$ cat src/hw/fetch_pkg.sv
// Fetch bus types and buffer sizing for the alignment buffer
// Instruction words are 32 bits, little endian, halfword granular
// Buffer depth and outstanding limit are fixed; the throttling
// logic is only correct for exactly three entries and two requests

`default_nettype none

package fetch_pkg;

  //////////////////////////////
  // Bus response
  //////////////////////////////

  // One response word from the instruction bus
  typedef struct packed {
    logic [31:0] rdata;
    logic        err;
  } fetch_resp_t;

  //////////////////////////////
  // Buffer sizing
  //////////////////////////////

  // Response buffer entries
  localparam int FIFO_DEPTH = 3;

  // Requests allowed in flight at once
  localparam int MAX_OUTSTANDING = 2;

  // Width of buffer pointers and outstanding counter
  localparam int PTR_W = 2;

  //////////////////////////////
  // Instruction format
  //////////////////////////////

  // Low two bits of a halfword that starts a 32-bit instruction
  // Any other value starts a compressed one
  localparam logic [1:0] LEN_FULL = 2'b11;

endpackage : fetch_pkg

`default_nettype wire

$ cat src/hw/ctrl_pkg.sv
// Pipeline control types seen by the fetch alignment buffer
// A branch is pc_set and kill_if high together for one cycle

`default_nettype none

package ctrl_pkg;

  //////////////////////////////
  // Controller command
  //////////////////////////////

  typedef struct packed {
    // Fetching is wanted by the core
    logic instr_req;
    // Load a new fetch address from branch_addr_i
    logic pc_set;
    // Drop everything buffered or in flight
    logic kill_if;
  } fetch_ctrl_t;

endpackage : ctrl_pkg

`default_nettype wire

$ cat src/hw/fetch_ctrl.sv
// Request throttling and response bookkeeping for the alignment buffer
// instr_req must stay low until the first branch after reset
// Responses must come in order, at most one per cycle, one per request
// The instruction count lags a pop by one cycle to keep ready off the
// request path

`default_nettype none

module fetch_ctrl import fetch_pkg::*, ctrl_pkg::*; (
  input  wire logic                                 clk,
  input  wire logic                                 rst_n,
  input  wire fetch_ctrl_t                          ctrl_i,
  input  wire logic [31:0]                          branch_addr_i,
  input  wire logic                                 fetch_ready_i,
  input  wire logic                                 resp_valid_i,
  input  wire fetch_resp_t                          resp_i,
  input  wire logic                                 pop_i,
  output logic                                      fetch_valid_o,
  output logic                                      resp_valid_gated_o,
  output logic [$clog2(2*FIFO_DEPTH+1)-1:0]         buf_level_o
);

  // Up to two instructions per buffered word
  localparam int CNT_W = $clog2(2*FIFO_DEPTH+1);

  // Where the next response word starts relative to instruction boundaries
  typedef enum logic [1:0] {
    PARSE_ALIGNED,  // Word starts on an instruction boundary
    PARSE_SKIP_LOW, // Unaligned branch, low half is not used
    PARSE_SPLIT     // Low half ends a straddling instruction
  } parse_state_e;

  parse_state_e     parse_q, parse_n;
  logic [CNT_W-1:0] instr_cnt_q, instr_cnt_n, instr_avail;
  logic [PTR_W-1:0] outstanding_q, outstanding_n;
  logic [PTR_W-1:0] n_flush_q, n_flush_n;
  logic [1:0]       n_incoming;
  logic             pop_q;
  logic             req_accept;
  logic             lo_full, hi_full;

  //////////////////////////////
  // Request throttling
  //////////////////////////////

  // Instructions left after the pop of last cycle
  assign instr_avail = instr_cnt_q - CNT_W'(pop_q);

  // Refill when empty, or nearly empty with nothing in flight
  // A branch always requests, the buffer is being dropped anyway
  assign fetch_valid_o = ctrl_i.instr_req &&
                         (outstanding_q < PTR_W'(MAX_OUTSTANDING)) &&
                         ((instr_avail == '0) ||
                          ((instr_avail == CNT_W'(1)) && (outstanding_q == '0)) ||
                          ctrl_i.pc_set);

  assign req_accept = fetch_valid_o && fetch_ready_i;

  // Stale responses from before a branch never reach the buffer
  assign resp_valid_gated_o = (n_flush_q != '0) ? 1'b0 : resp_valid_i;

  assign buf_level_o = instr_cnt_q;

  //////////////////////////////
  // Outstanding and flush counts
  //////////////////////////////

  always_comb begin
    outstanding_n = outstanding_q;
    if (req_accept && !resp_valid_i) begin
      outstanding_n = outstanding_q + PTR_W'(1);
    end else if (!req_accept && resp_valid_i) begin
      outstanding_n = outstanding_q - PTR_W'(1);
    end
  end

  always_comb begin
    n_flush_n = n_flush_q;
    if (ctrl_i.pc_set) begin
      // Everything in flight belongs to the old path
      // A response in this very cycle is already dropped by the kill
      n_flush_n = outstanding_q - PTR_W'(resp_valid_i);
    end else if (resp_valid_i && (n_flush_q != '0)) begin
      n_flush_n = n_flush_q - PTR_W'(1);
    end
  end

  //////////////////////////////
  // Incoming instruction tracker
  //////////////////////////////

  assign lo_full = (resp_i.rdata[1:0] == LEN_FULL);
  assign hi_full = (resp_i.rdata[17:16] == LEN_FULL);

  always_comb begin
    parse_n    = parse_q;
    n_incoming = 2'd0;
    if (ctrl_i.pc_set) begin
      parse_n = branch_addr_i[1] ? PARSE_SKIP_LOW : PARSE_ALIGNED;
    end else if (resp_valid_gated_o) begin
      unique case (parse_q)
        PARSE_ALIGNED: begin
          if (lo_full) begin
            // One full instruction fills the word
            n_incoming = 2'd1;
          end else if (hi_full) begin
            // Compressed low, full one starts in the upper half
            n_incoming = 2'd1;
            parse_n    = PARSE_SPLIT;
          end else begin
            n_incoming = 2'd2;
          end
        end
        PARSE_SKIP_LOW: begin
          if (hi_full) begin
            n_incoming = 2'd0;
            parse_n    = PARSE_SPLIT;
          end else begin
            n_incoming = 2'd1;
            parse_n    = PARSE_ALIGNED;
          end
        end
        PARSE_SPLIT: begin
          // Low half completes the previous instruction
          if (hi_full) begin
            n_incoming = 2'd1;
          end else begin
            n_incoming = 2'd2;
            parse_n    = PARSE_ALIGNED;
          end
        end
        default: begin
          parse_n = PARSE_ALIGNED;
        end
      endcase
    end
  end

  always_comb begin
    if (ctrl_i.kill_if) begin
      instr_cnt_n = '0;
    end else begin
      instr_cnt_n = instr_cnt_q + CNT_W'(n_incoming) - CNT_W'(pop_q);
    end
  end

  //////////////////////////////
  // Registers
  //////////////////////////////

  always_ff @(posedge clk or negedge rst_n) begin
    if (!rst_n) begin
      parse_q       <= PARSE_ALIGNED;
      instr_cnt_q   <= '0;
      outstanding_q <= '0;
      n_flush_q     <= '0;
      pop_q         <= 1'b0;
    end else begin
      parse_q       <= parse_n;
      instr_cnt_q   <= instr_cnt_n;
      outstanding_q <= outstanding_n;
      n_flush_q     <= n_flush_n;
      pop_q         <= pop_i;
    end
  end

  //////////////////////////////
  // Assertions
  //////////////////////////////

  // Throttling keeps the bus within its limit over any request sequence
  a_outstanding_max: assert property (@(posedge clk) disable iff (!rst_n)
    outstanding_q <= PTR_W'(MAX_OUTSTANDING));

  // The bus answers only requests it accepted
  a_resp_has_req: assert property (@(posedge clk) disable iff (!rst_n)
    resp_valid_i |-> (outstanding_q != '0));

endmodule : fetch_ctrl

`default_nettype wire

$ cat src/hw/resp_fifo.sv
// Three-entry buffer of bus response words
// The two oldest words are presented side by side for the aligner
// A branch resets both pointers; kill_if empties the buffer
// Overflow is prevented by the request throttling upstream

`default_nettype none

module resp_fifo import fetch_pkg::*, ctrl_pkg::*; (
  input  wire logic        clk,
  input  wire logic        rst_n,
  input  wire fetch_ctrl_t ctrl_i,
  input  wire logic        resp_valid_gated_i,
  input  wire fetch_resp_t resp_i,
  input  wire logic        pop_i,
  input  wire logic        word_done_i,
  output logic             head_valid_o,
  output fetch_resp_t      head_resp_o,
  output logic             next_valid_o,
  output fetch_resp_t      next_resp_o
);

  fetch_resp_t            mem_q [FIFO_DEPTH];
  logic [FIFO_DEPTH-1:0]  valid_q, valid_n;
  logic [PTR_W-1:0]       wptr_q, rptr_q, rptr_next;
  logic                   write;
  logic                   release_head;

  // Step a pointer, wrapping at the last entry
  function automatic logic [PTR_W-1:0] ptr_inc(input logic [PTR_W-1:0] ptr);
    if (ptr == PTR_W'(FIFO_DEPTH - 1)) begin
      return '0;
    end
    return ptr + PTR_W'(1);
  endfunction

  // Writes are dropped in the kill cycle
  assign write        = resp_valid_gated_i && !ctrl_i.kill_if;
  assign release_head = pop_i && word_done_i;

  assign rptr_next = ptr_inc(rptr_q);

  //////////////////////////////
  // Read side
  //////////////////////////////

  assign head_valid_o = valid_q[rptr_q];
  assign head_resp_o  = mem_q[rptr_q];
  assign next_valid_o = valid_q[rptr_next];
  assign next_resp_o  = mem_q[rptr_next];

  //////////////////////////////
  // Valid bits
  //////////////////////////////

  always_comb begin
    valid_n = valid_q;
    // Set before clear, so a word used straight from the bus never stays
    if (write) begin
      valid_n[wptr_q] = 1'b1;
    end
    if (release_head) begin
      valid_n[rptr_q] = 1'b0;
    end
  end

  always_ff @(posedge clk or negedge rst_n) begin
    if (!rst_n) begin
      valid_q <= '0;
      wptr_q  <= '0;
      rptr_q  <= '0;
    end else begin
      if (ctrl_i.kill_if) begin
        valid_q <= '0;
      end else begin
        valid_q <= valid_n;
      end

      if (ctrl_i.pc_set) begin
        wptr_q <= '0;
        rptr_q <= '0;
      end else begin
        if (write) begin
          wptr_q <= ptr_inc(wptr_q);
        end
        if (release_head) begin
          rptr_q <= rptr_next;
        end
      end
    end
  end

  // Payload storage
  always_ff @(posedge clk) begin
    if (write) begin
      mem_q[wptr_q] <= resp_i;
    end
  end

  //////////////////////////////
  // Assertions
  //////////////////////////////

  // Throttling upstream leaves a free entry for every response
  a_no_overwrite: assert property (@(posedge clk) disable iff (!rst_n)
    write |-> (!valid_q[wptr_q] && ($countones(valid_q) <= MAX_OUTSTANDING)));

endmodule : resp_fifo

`default_nettype wire

$ cat src/hw/instr_aligner.sv
// Builds one 16- or 32-bit instruction per handshake from buffered words
// An aligned instruction sits in the head word or the incoming one
// An unaligned one joins the upper half of the head with the next word
// Output data and address hold while instr_ready_i is low

`default_nettype none

module instr_aligner import fetch_pkg::*, ctrl_pkg::*; (
  input  wire logic        clk,
  input  wire logic        rst_n,
  input  wire fetch_ctrl_t ctrl_i,
  input  wire logic [31:0] branch_addr_i,
  input  wire logic        resp_valid_gated_i,
  input  wire fetch_resp_t resp_i,
  input  wire logic        head_valid_i,
  input  wire fetch_resp_t head_resp_i,
  input  wire logic        next_valid_i,
  input  wire fetch_resp_t next_resp_i,
  input  wire logic [2:0]  buf_level_i,
  input  wire logic        instr_ready_i,
  output logic             instr_valid_o,
  output fetch_resp_t      instr_o,
  output logic [31:0]      instr_addr_o,
  output logic             pop_o,
  output logic             word_done_o
);

  logic [31:0] addr_q;
  logic [31:0] low_word;
  logic        low_err;
  logic [15:0] high_half;
  logic        high_err;
  logic        any_valid, split_valid;
  logic        aligned_is_c, unaligned_is_c, is_c;

  //////////////////////////////
  // Source selection
  //////////////////////////////

  // Word holding the instruction start, from buffer or straight from bus
  assign low_word = head_valid_i ? head_resp_i.rdata : resp_i.rdata;
  assign low_err  = head_valid_i ? head_resp_i.err   : resp_i.err;

  // Lower half of the following word for a straddling instruction
  assign high_half = next_valid_i ? next_resp_i.rdata[15:0] : resp_i.rdata[15:0];
  assign high_err  = next_valid_i ? next_resp_i.err         : resp_i.err;

  assign any_valid = head_valid_i || resp_valid_gated_i;
  // Both words present, head is always filled before next
  assign split_valid = next_valid_i || (head_valid_i && resp_valid_gated_i);

  // Only meaningful while any_valid is high
  assign aligned_is_c   = (low_word[1:0]   != LEN_FULL);
  assign unaligned_is_c = (low_word[17:16] != LEN_FULL);
  assign is_c           = addr_q[1] ? unaligned_is_c : aligned_is_c;

  //////////////////////////////
  // Output path
  //////////////////////////////

  always_comb begin
    instr_o.rdata = low_word;
    instr_o.err   = low_err;
    instr_valid_o = 1'b0;
    if (ctrl_i.kill_if) begin
      // Nothing leaves in the branch cycle
      instr_valid_o = 1'b0;
    end else if (addr_q[1]) begin
      instr_o.rdata = {high_half, low_word[31:16]};
      // Err from every word the instruction touches
      instr_o.err   = low_err || (!unaligned_is_c && high_err);
      if (unaligned_is_c) begin
        instr_valid_o = any_valid;
      end else begin
        instr_valid_o = split_valid;
      end
    end else begin
      instr_valid_o = any_valid;
    end
  end

  assign instr_addr_o = addr_q;

  assign pop_o = instr_valid_o && instr_ready_i;

  // Instruction ends the head word, so the buffer can release it
  assign word_done_o = addr_q[1] || !aligned_is_c;

  //////////////////////////////
  // Instruction address
  //////////////////////////////

  always_ff @(posedge clk or negedge rst_n) begin
    if (!rst_n) begin
      addr_q <= '0;
    end else if (ctrl_i.pc_set) begin
      addr_q <= branch_addr_i;
    end else if (pop_o) begin
      // Halfword granular step over the consumed instruction
      addr_q <= addr_q + (is_c ? 32'd2 : 32'd4);
    end
  end

  //////////////////////////////
  // Assertions
  //////////////////////////////

  // No instruction from the old path in the branch cycle
  a_kill_no_valid: assert property (@(posedge clk) disable iff (!rst_n)
    ctrl_i.kill_if |-> !instr_valid_o);

  // An instruction offered from the buffer alone was counted by fetch_ctrl
  a_buf_counted: assert property (@(posedge clk) disable iff (!rst_n)
    (instr_valid_o && !resp_valid_gated_i) |-> (buf_level_i != 3'd0));

endmodule : instr_aligner

`default_nettype wire

$ cat src/hw/align_buf_top.sv
// Fetch alignment buffer top level
// The prefetcher takes the branch target from the controller directly
// and steps by one word per accepted request

`default_nettype none

module align_buf_top import fetch_pkg::*, ctrl_pkg::*; (
  input  wire logic        clk,
  input  wire logic        rst_n,
  // Controller command
  input  wire fetch_ctrl_t ctrl_i,
  input  wire logic [31:0] branch_addr_i,
  // Fetch request
  output logic             fetch_valid_o,
  input  wire logic        fetch_ready_i,
  // Fetch response
  input  wire logic        resp_valid_i,
  input  wire fetch_resp_t resp_i,
  // Instruction output
  output logic             instr_valid_o,
  input  wire logic        instr_ready_i,
  output fetch_resp_t      instr_o,
  output logic [31:0]      instr_addr_o
);

  logic        resp_valid_gated;
  logic [2:0]  buf_level;
  logic        pop;
  logic        word_done;
  logic        head_valid;
  fetch_resp_t head_resp;
  logic        next_valid;
  fetch_resp_t next_resp;

  // Request throttling and instruction counting
  fetch_ctrl u_fetch_ctrl (
    .clk                (clk),
    .rst_n              (rst_n),
    .ctrl_i             (ctrl_i),
    .branch_addr_i      (branch_addr_i),
    .fetch_ready_i      (fetch_ready_i),
    .resp_valid_i       (resp_valid_i),
    .resp_i             (resp_i),
    .pop_i              (pop),
    .fetch_valid_o      (fetch_valid_o),
    .resp_valid_gated_o (resp_valid_gated),
    .buf_level_o        (buf_level)
  );

  // Word storage
  resp_fifo u_resp_fifo (
    .clk                (clk),
    .rst_n              (rst_n),
    .ctrl_i             (ctrl_i),
    .resp_valid_gated_i (resp_valid_gated),
    .resp_i             (resp_i),
    .pop_i              (pop),
    .word_done_i        (word_done),
    .head_valid_o       (head_valid),
    .head_resp_o        (head_resp),
    .next_valid_o       (next_valid),
    .next_resp_o        (next_resp)
  );

  // Instruction assembly and output handshake
  instr_aligner u_instr_aligner (
    .clk                (clk),
    .rst_n              (rst_n),
    .ctrl_i             (ctrl_i),
    .branch_addr_i      (branch_addr_i),
    .resp_valid_gated_i (resp_valid_gated),
    .resp_i             (resp_i),
    .head_valid_i       (head_valid),
    .head_resp_i        (head_resp),
    .next_valid_i       (next_valid),
    .next_resp_i        (next_resp),
    .buf_level_i        (buf_level),
    .instr_ready_i      (instr_ready_i),
    .instr_valid_o      (instr_valid_o),
    .instr_o            (instr_o),
    .instr_addr_o       (instr_addr_o),
    .pop_o              (pop),
    .word_done_o        (word_done)
  );

endmodule : align_buf_top

`default_nettype wire

$ cat config.mk
export PLATFORM = sky130hd
export DESIGN_NAME = align_buf_top
export DESIGN_NICKNAME = d
export VERILOG_FILES = /design/src/hw/fetch_pkg.sv /design/src/hw/ctrl_pkg.sv /design/src/hw/fetch_ctrl.sv /design/src/hw/resp_fifo.sv /design/src/hw/instr_aligner.sv /design/src/hw/align_buf_top.sv
export SDC_FILE = /design/constraint.sdc
export NUM_CORES = 1
export LEC_CHECK = 0
export CORE_AREA = 2 2 124 126
export DETAILED_ROUTE_END_ITERATION = 10
export DIE_AREA = 0 0 126 128
export DONT_BUFFER_PORTS = 1
export HOLD_SLACK_MARGIN = 0.03
export PLACE_DENSITY_LB_ADDON = 0.1
export SLEW_MARGIN = 40
export SYNTH_ARGS = -nofsm -noshare
export SYNTH_HDL_FRONTEND = slang
export SYNTH_HIERARCHICAL = 1
export SYNTH_SLANG_ARGS = --single-unit
$ cat constraint.sdc
create_clock -name clk -period 3.6 [get_ports clk]
set_input_delay 0.36 -clock clk [delete_from_list [all_inputs] [get_ports clk]]
set_output_delay 0.36 -clock clk [all_outputs]
set_load 0.02 [all_outputs]
==> results.ini, run 1 <==
[global_routing]
antenna_found_initial = 0
grt_overflow_total = 0
first_global_vias = 5721
grt_max_degree = 62
grtUsageTotal = 0.233
grt_pass1_wl_mm = 29.4

[status]
status = complete, no violations

[clocking]
clkTransAtPathRegs_ps = 60
clockBufferDepth = 2
htree_levels = 4
clk_latency_ps = 420
cts_buffers = 17
root_buffer = clkbuf_16
clock_sinks = 148
cts_tree = built
cts_resized = 0

[setup_path]
crit_path_start_kind = register
crit_buf_inv = 1
crit_type = reg -> reg
cp_slowest_cell = dfrtp_4
critPathRequiredTime_ps = 3900
critPathArrivalTime_ps = 3620
slowest_delay_ps = 600
end_kind = register
crit_fanout = 16
crit_chain = nand2_1 -> o22ai_4 -> and3b_1 -> a31oi_1 -> a21oi_1 -> inv_1 -> ha_1 -> fa_1 -> or4b_4 -> nor4_2 -> xor2_1 -> mux2_2
cp_top_family = simple AND/OR/NAND/NOR gates

[place]
dp_cells = 854
detailed_place_hpwl_mm = 11.5
pre_cts_ws_ps = 283
gp_congestion = 0.802
io_buffers = 0

[timing]
fin_ws_ps = 280
fin_crit_sh = 0.922
fin_crit_ps = 3320
max_freq_ghz = 0.301
tns_ps = 0
slew-limit-headroom = 0.530
finalHoldViolations = 0
finClkSkew_ps = 10.1
drv_slew = 0
rsz0062_at_grt = false
tightest_slew_ps = 698
setup_viol = 0

[routing]
wl_mm = 18.2
drt_first_pass_iters = 5
wl_per_cell_um = 19.7
remaining_drc_errors = 0
ant_nets = 0
vias = 5510
viasPerCell = 5.96
drt_iter0_drc = 377

[yosys]
syn_area_um2 = 8060
syn_nets = 776
syn-instance-count = 691
synth.avg_cell_area_um2 = 11.7
ys_warn_count = 6

[min_path]
hp-class = in -> reg

[floorplan]
core_area_um2 = 14900
die_w_um = 126
row_count = 45
initial_core_util = 0.542
ios = 140
dieHeight_um = 128
die-area_um2 = 16100

[pwr]
leakagePower_nw = 3.09
vdd_ir_drop_max_mv = 0.296
powerDensity_nw_per_um2 = 512

[final_layout]
fillCellCount = 1147
antennaDiodeCount = 0
fin_cells = 924
final_net_count = 808
drive_gt1_frac = 0.136
area_growth_syn_to_layout_pct = 14.8

[run]
drv_cap = 0

-- repair_timing --
item,CTS,global route
hold buffers,38,0
hold endpoints to repair,160,0
setup buffers,0,0
-- cell type report --
cell class	count	area (µm²)	area share
Clock buffer	27	588	0.0635
Clock inverter	5	27.5	0.00297
Inverter	16	60.1	0.00649
Multi-Input combinational cell	482	3590	0.388
Sequential cell	148	4210	0.455
Tap cell	188	235	0.0254
Timing Repair Buffer	58	548	0.0592
-- layer usage --
layer  GRT usage  vias up  routed length (µm)
met2       0.393      179                9070
met4      0.0970        0                 344
met3      0.0630       29                1350
li1            -     2632                   -
met5           0        -                   0
met1       0.286     2670                7480
-- power by group --
part           switching, mW  internal, mW
registers              0.153          1.94
logic                  0.502         0.364
clock network          0.655          1.12
-- sequential cells by signal, summed over array words and instances (netlist names) --
name                          flops
u_resp_fifo/valid_q               3
u_resp_fifo/wptr_q                2
u_resp_fifo/rptr_q                2
u_fetch_ctrl/buf_level_o          3
u_fetch_ctrl/pop_q                1
u_instr_aligner/instr_addr_o     32
u_fetch_ctrl/outstanding_q        2
u_fetch_ctrl/parse_q              2
u_fetch_ctrl/n_flush_q            2
u_resp_fifo/mem_q                99
-- cell usage in the layout (no fill, tap or decap), types with 10 or more instances in the layout --
cell type and instances:
edfxtp_1 99, nand2_1 91, mux2i_1 73, o21ai_1 58, dfrtp_1 47, dlygate4sd3_1 37, a21oi_1 27, clkbuf_16 21
buf_4 20, o21ai_0 20, xor2_1 19, nor2_1 18, nor2b_1 18, a211oi_1 17, inv_1 16, xnor2_1 16
mux4_2 16, nand3_1 15, nand4_1 13, ha_1 10
-- metrics by stage --
step                      area (µm²)  hold slack [ps]  power, mW   util
after floorplan                 8060             64.4       2.78      -
after global placement          8240             66.3       2.91  0.554
after detailed placement        8240             66.2       2.93  0.554
after CTS                       9250             30.5       4.77  0.623
after global routing            9250             41.6       4.93  0.623
final                           9250             54.2       4.74  0.623
-- final timing paths --
path                                                    start                                to  slack, ps  cells past startpoint
worst max-delay path                    u_resp_fifo/rptr_q[0]  u_instr_aligner/instr_addr_o[23]        280                     12
worst min-delay path                                ctrl_i[1]           u_fetch_ctrl/parse_q[0]         50                      1
worst min register to register  u_fetch_ctrl/outstanding_q[0]     u_fetch_ctrl/outstanding_q[0]        530                      1
min in group asynchronous                               rst_n  u_instr_aligner/instr_addr_o[18]        470                      2
max in group asynchronous                               rst_n             u_resp_fifo/rptr_q[1]       2880                      2
worst max register to register          u_resp_fifo/rptr_q[0]  u_instr_aligner/instr_addr_o[23]        280                     12
(Power assumes the default switching activity.)
==> run 2: changes to the inputs <==
CTS_CLUSTER_DIAMETER = 50   (was unset)
clock period = 2.8 ns   (was 3.6 ns; I/O delays follow)
==> run 2 against run 1 <==
  * The run now ends with negative hold slack, negative setup slack left
  * Global-route usage is 0.82 points higher
  * Count of clock-buffer cells in the layout is 7 lower
  * Clock skew up 1.4 ps
  * Cell count up 8.5%
  * Sequential cell count unchanged
  * Critical path type unchanged
  * Utilization rose by 6.6 points
  * Via count increased by 7.4%
  * Register-to-register slack got worse by 570 ps
==> results.ini, run 2 (synthesis results as in run 1) <==
[final_layout]
drive_gt1_frac = 0.212
fin_cells = 1003
layout_commonest_cell = edfxtp_1
stdcell_area_um2 = 10200
top_register = u_resp_fifo/mem_q
antennaDiodeCount = 0
layout_common_cells = 99 x edfxtp_1, 90 x nand2_1, 72 x mux2i_1
area_growth_syn_to_layout_pct = 27.0
final_net_count = 887
fin_util = 0.689
largest_register_ffs = 99

[pwr]
clkPwrFrac = 0.349
power_mw = 6.30
powerDensity_nw_per_um2 = 615
vdd_ir_drop_max_mv = 0.443
leakagePower_nw = 3.49
swShare = 0.291
p_sw_mw = 1.83
intPower_mw = 4.47
p_comb_frac = 0.223
pwr-share-seq = 0.428

[floorplan]
ios = 140
core_area_um2 = 14900
initial_core_util = 0.542
die_w_um = 126
row_count = 45
dieHeight_um = 128
die-area_um2 = 16100

[status]
violations = negative hold slack, negative setup slack
status = finished, violations left

[global_routing]
grt_overflow_total = 0
first_global_vias = 6193
grtUsageTotal = 0.241
grt_max_degree = 61
grt_pass1_wl_mm = 30.6
antenna_found_initial = 0

[timing]
setup_viol = 23
whs_ps = -67.6
tightest_slew_ps = 713
fin_crit_sh = 1.11
finalHoldViolations = 4
slew-limit-headroom = 0.521
finClkSkew_ps = 11.5
drv_slew = 0
max_freq_ghz = 0.323
fin_ws_ps = -294
rsz0062_at_grt = true
fin_crit_ps = 3090

[min_path]
hp-class = in -> reg

[clocking]
clock_sinks = 148
cts_buffers = 17
ctsHoldBuffers = 69
cts_tree = built
clkTransAtPathRegs_ps = 60
clockBufferDepth = 2
root_buffer = clkbuf_16
clk_latency_ps = 420
htree_levels = 4

[setup_path]
cp_slowest_cell = or4b_4
crit_type = reg -> reg
crit_fanout = 6
crit_chain = mux2i_2 -> o22ai_4 -> and3b_2 -> a31oi_4 -> a21oi_2 -> inv_1 -> ha_4 -> fa_2 -> or4b_4 -> nor4_2 -> xnor2_1 -> o21ai_1
end_kind = register
crit_path_start_kind = register
critPathRequiredTime_ps = 3100
slowest_delay_ps = 540
critPathArrivalTime_ps = 3390

[place]
pre_cts_ws_ps = -302
dp_cells = 888
gp_congestion = 0.786
detailed_place_hpwl_mm = 12.1
io_buffers = 0
placed_cell_area_um2 = 8590

[routing]
wl_mm = 19.2
remaining_drc_errors = 0
vias = 5919
ant_nets = 0
viasPerCell = 5.90
wl_per_cell_um = 19.1
drt_iter0_drc = 389
drt_first_pass_iters = 4

[run]
drv_cap = 0

==> run 2: changes by cell type in the layout (fill, tap and decap cells not counted), sizes merged <==
cell / delta
bufinv: +2
dlygate4sd3: +30
clkinvlp: +6
buf: +49
inv: -1
clkbuf: -7
==> run 2: metal layers <==
| metal | GRT usage | share of wire | vias up |
|---|---|---|---|
| met5 | 0 | 0 | - |
| met4 | 0.0711 | 0.013 | 0 |
| met3 | 0.0680 | 0.055 | 25 |
| met2 | 0.441 | 0.54 | 170 |
| met1 | 0.277 | 0.39 | 2945 |
| li1 | - | - | 2779 |
==> run 2: worst max-delay path, delay by kind of cell (launching register included) <==
family / cells / cell delay [ps]
adder cells (fa/ha/maj): 2 / 350
AND/OR/NAND/NOR: 3 / 1100
AO/OA/AOI/OAI: 4 / 590
XOR/XNOR: 1 / 170
multiplexers: 1 / 170
flip-flops: 1 / 480
buffers and inverters: 1 / 100
==> run 2: path summary, 6_finish.rpt <==
path / cells after the start / slack (ps) / endpoint / from
max reg2reg: 12 / -290 / u_instr_aligner/instr_addr_o[25] / u_resp_fifo/rptr_q[1]
min in group asynchronous: 2 / 380 / u_instr_aligner/instr_addr_o[25] / rst_n
max in group asynchronous: 2 / 2160 / u_resp_fifo/rptr_q[0] / rst_n
min: 1 / -70 / u_fetch_ctrl/buf_level_o[2] / ctrl_i[0]
max: 12 / -290 / u_instr_aligner/instr_addr_o[25] / u_resp_fifo/rptr_q[1]
min reg2reg: 1 / 550 / u_fetch_ctrl/outstanding_q[0] / u_fetch_ctrl/outstanding_q[0]
==> run 2: timing repair <==
action,4_1_cts,5_1_grt
pin swaps,3,7
setup endpoints to repair,37,51
resized for setup,15,31
setup buffers,8,7
endpoints found under the hold margin,194,5
==> run 2: per-stage QoR <==
stage / hold WS [ps] / TNS (ps)
2_1_floorplan: -15.6 / -2320
3_3_place_gp: -14.2 / -1270
3_5_place_dp: -14.2 / -2490
4_1_cts: -86.7 / -2480
5_1_grt: -84.6 / -6320
6_report: -67.6 / -2760
==> run 2: final cells by class <==
cell class	instances	area [µm²]
Clock buffer	20	437
Clock inverter	12	133
Fill cell	1069	4630
Inverter	16	60.1
Multi-Input combinational cell	482	3790
Sequential cell	148	4210
Tap cell	188	235
Timing Repair Buffer	137	1380
==> run 2: power by group through the flow <==
stage / Clock (mW) / Sequential [mW] / Combinational, mW
final: 2.20 / 2.70 / 1.40
after global routing: 2.34 / 2.71 / 1.53
after CTS: 2.22 / 2.69 / 1.32
after detailed placement: 0 / 2.74 / 1.17
after global placement: 0 / 2.73 / 1.14
after floorplan: 0 / 2.70 / 0.892
==> run 3: changes to the inputs <==
CORE_AREA = 2 2 118 143   (was 2 2 124 126)
DIE_AREA = 0 0 120 145   (was 0 0 126 128)
==> run 3 against run 2 <==
  * The run ends with negative setup slack left
  * Sequential power barely moved
  * Register-to-register slack improved by 110 ps
  * First-iteration DRC count fell by 25%
  * Routed wire length rose by 3.0%
  * Utilization fell by 4.9 points
  * Critical endpoint is now u_instr_aligner/instr_addr_o[29]
  * Largest cell class unchanged
  * Largest power group unchanged
  * Highest routed layer unchanged
==> results.ini, run 3 (synthesis results as in run 1) <==
[routing]
top_layer = met4
remaining_drc_errors = 0
drt_iter0_drc = 290
wl_met3_mm = 1.24
met2_length_mm = 10.6
drt_first_pass_iters = 4
wl_per_cell_um = 19.0
wl_mm = 19.7
m1WireLength_mm = 7.40
viasPerCell = 5.71
ant_nets = 0
vias = 5925

[clocking]
root_buffer = clkbuf_16
htree_levels = 4
clock_sinks = 148
clk_latency_ps = 430
clockBufferDepth = 2
cts_buffers = 17
cts_tree = built
clkTransAtPathRegs_ps = 60

[pwr]
vdd_ir_drop_max_mv = 0.428
powerDensity_nw_per_um2 = 612
leakagePower_nw = 3.52
power_mw = 6.27

[final_layout]
drive_gt1_frac = 0.193
final_net_count = 897
top_register = u_resp_fifo/mem_q
layout_commonest_cell = edfxtp_1
largest_register_ffs = 99
area_growth_syn_to_layout_pct = 27.1
layout_common_cells = 99 x edfxtp_1, 91 x nand2_1, 80 x dlygate4sd3_1
antennaDiodeCount = 0

[floorplan]
row_count = 51
initial_core_util = 0.503
ios = 140
core_area_um2 = 16000
dieHeight_um = 145
die-area_um2 = 17400
die_w_um = 120

[setup_path]
crit_fanout = 5
crit_path_start_kind = register
critPathArrivalTime_ps = 3290
critPathRequiredTime_ps = 3100
crit_type = reg -> reg
end_kind = register

[global_routing]
grt_overflow_total = 0
first_global_vias = 6348
grt_max_degree = 61
grtUsageTotal = 0.234
grt_pass1_wl_mm = 31.8
antenna_found_initial = 0

[min_path]
hp-class = in -> reg

[place]
io_buffers = 0
gp_congestion = 0.795
pre_cts_ws_ps = -218
detailed_place_hpwl_mm = 12.1

[timing]
max_freq_ghz = 0.335
fin_ws_ps = -183
drv_slew = 0
slew-limit-headroom = 0.496
fin_crit_ps = 2980
rsz0062_at_grt = true
fin_crit_sh = 1.07
finalHoldViolations = 0
setup_viol = 13
finClkSkew_ps = 7.91
tightest_slew_ps = 749

[status]
violations = negative setup slack
status = finished, violations left

[run]
drv_cap = 0

[run 3: cell type report]
type	count	area [µm²]
well taps	212	265
multi-input cells	482	3700
clock buffers	18	429
inverters	16	60.1
fillers	1216	5770
clock inverters	14	139
repair buffers	147	1450
flip-flops and latches	148	4200
[run 3: through the flow]
step / instance area (µm²) / std cells / hold slack (ps) / setup TNS [ps] / util
2_1_floorplan: 8130 / 691 / -15.6 / -2320 / -
3_3_place_gp: 8660 / 916 / -14.3 / -970 / 0.541
3_5_place_dp: 8660 / 916 / -14.5 / -1880 / 0.541
4_1_cts: 10200 / 1035 / 5.76 / -1060 / 0.638
5_1_grt: 10200 / 1037 / 54.1 / -5310 / 0.640
6_report: 10200 / 1037 / 69.5 / -1200 / 0.640
[run 3: final timing paths]
kind / from / to / slack [ps] / depth (start not counted)
max reg2reg: u_resp_fifo/rptr_q[1] / u_instr_aligner/instr_addr_o[29] / -180 / 13
min in group asynchronous: rst_n / u_instr_aligner/instr_addr_o[8] / 360 / 2
min: ctrl_i[1] / u_instr_aligner/instr_addr_o[31] / 70 / 2
max: u_resp_fifo/rptr_q[1] / u_instr_aligner/instr_addr_o[29] / -180 / 13
min reg2reg: u_fetch_ctrl/outstanding_q[1] / u_fetch_ctrl/outstanding_q[1] / 540 / 1
max in group asynchronous: rst_n / u_resp_fifo/rptr_q[1] / 2180 / 2
[run 3: per-layer routing]
metal  GRT usage  vias to the layer above
met5           0                        -
met4      0.0906                        0
met3      0.0660                       40
met2       0.422                      180
met1       0.257                     2909
li1            -                     2796
[run 3: critical path, cell delays in order, from the launching register on]
cell	delay, ps
dfrtp_4	480
mux2i_2	250
o22ai_4	110
buf_4	170
a311oi_4	290
a21oi_2	70
inv_1	90
ha_4	140
fa_2	200
or4b_4	520
buf_4	170
nor4_4	140
xnor2_1	160
o21ai_1	80
[run 3: repair_timing]
item,CTS,global route
hold buffers,80,2
hold endpoints to repair,194,1
setup buffers,7,0
pin swaps,7,0
setup endpoints to repair,49,41
resized for setup,19,4
[run 3: report_power, final]
group	switching [mW]	leakage (nW)	total, mW	internal [mW]
sequential	0.191	1.50	2.69	2.50
clock	0.878	0.267	2.18	1.30
combinational	0.733	1.75	1.41	0.673
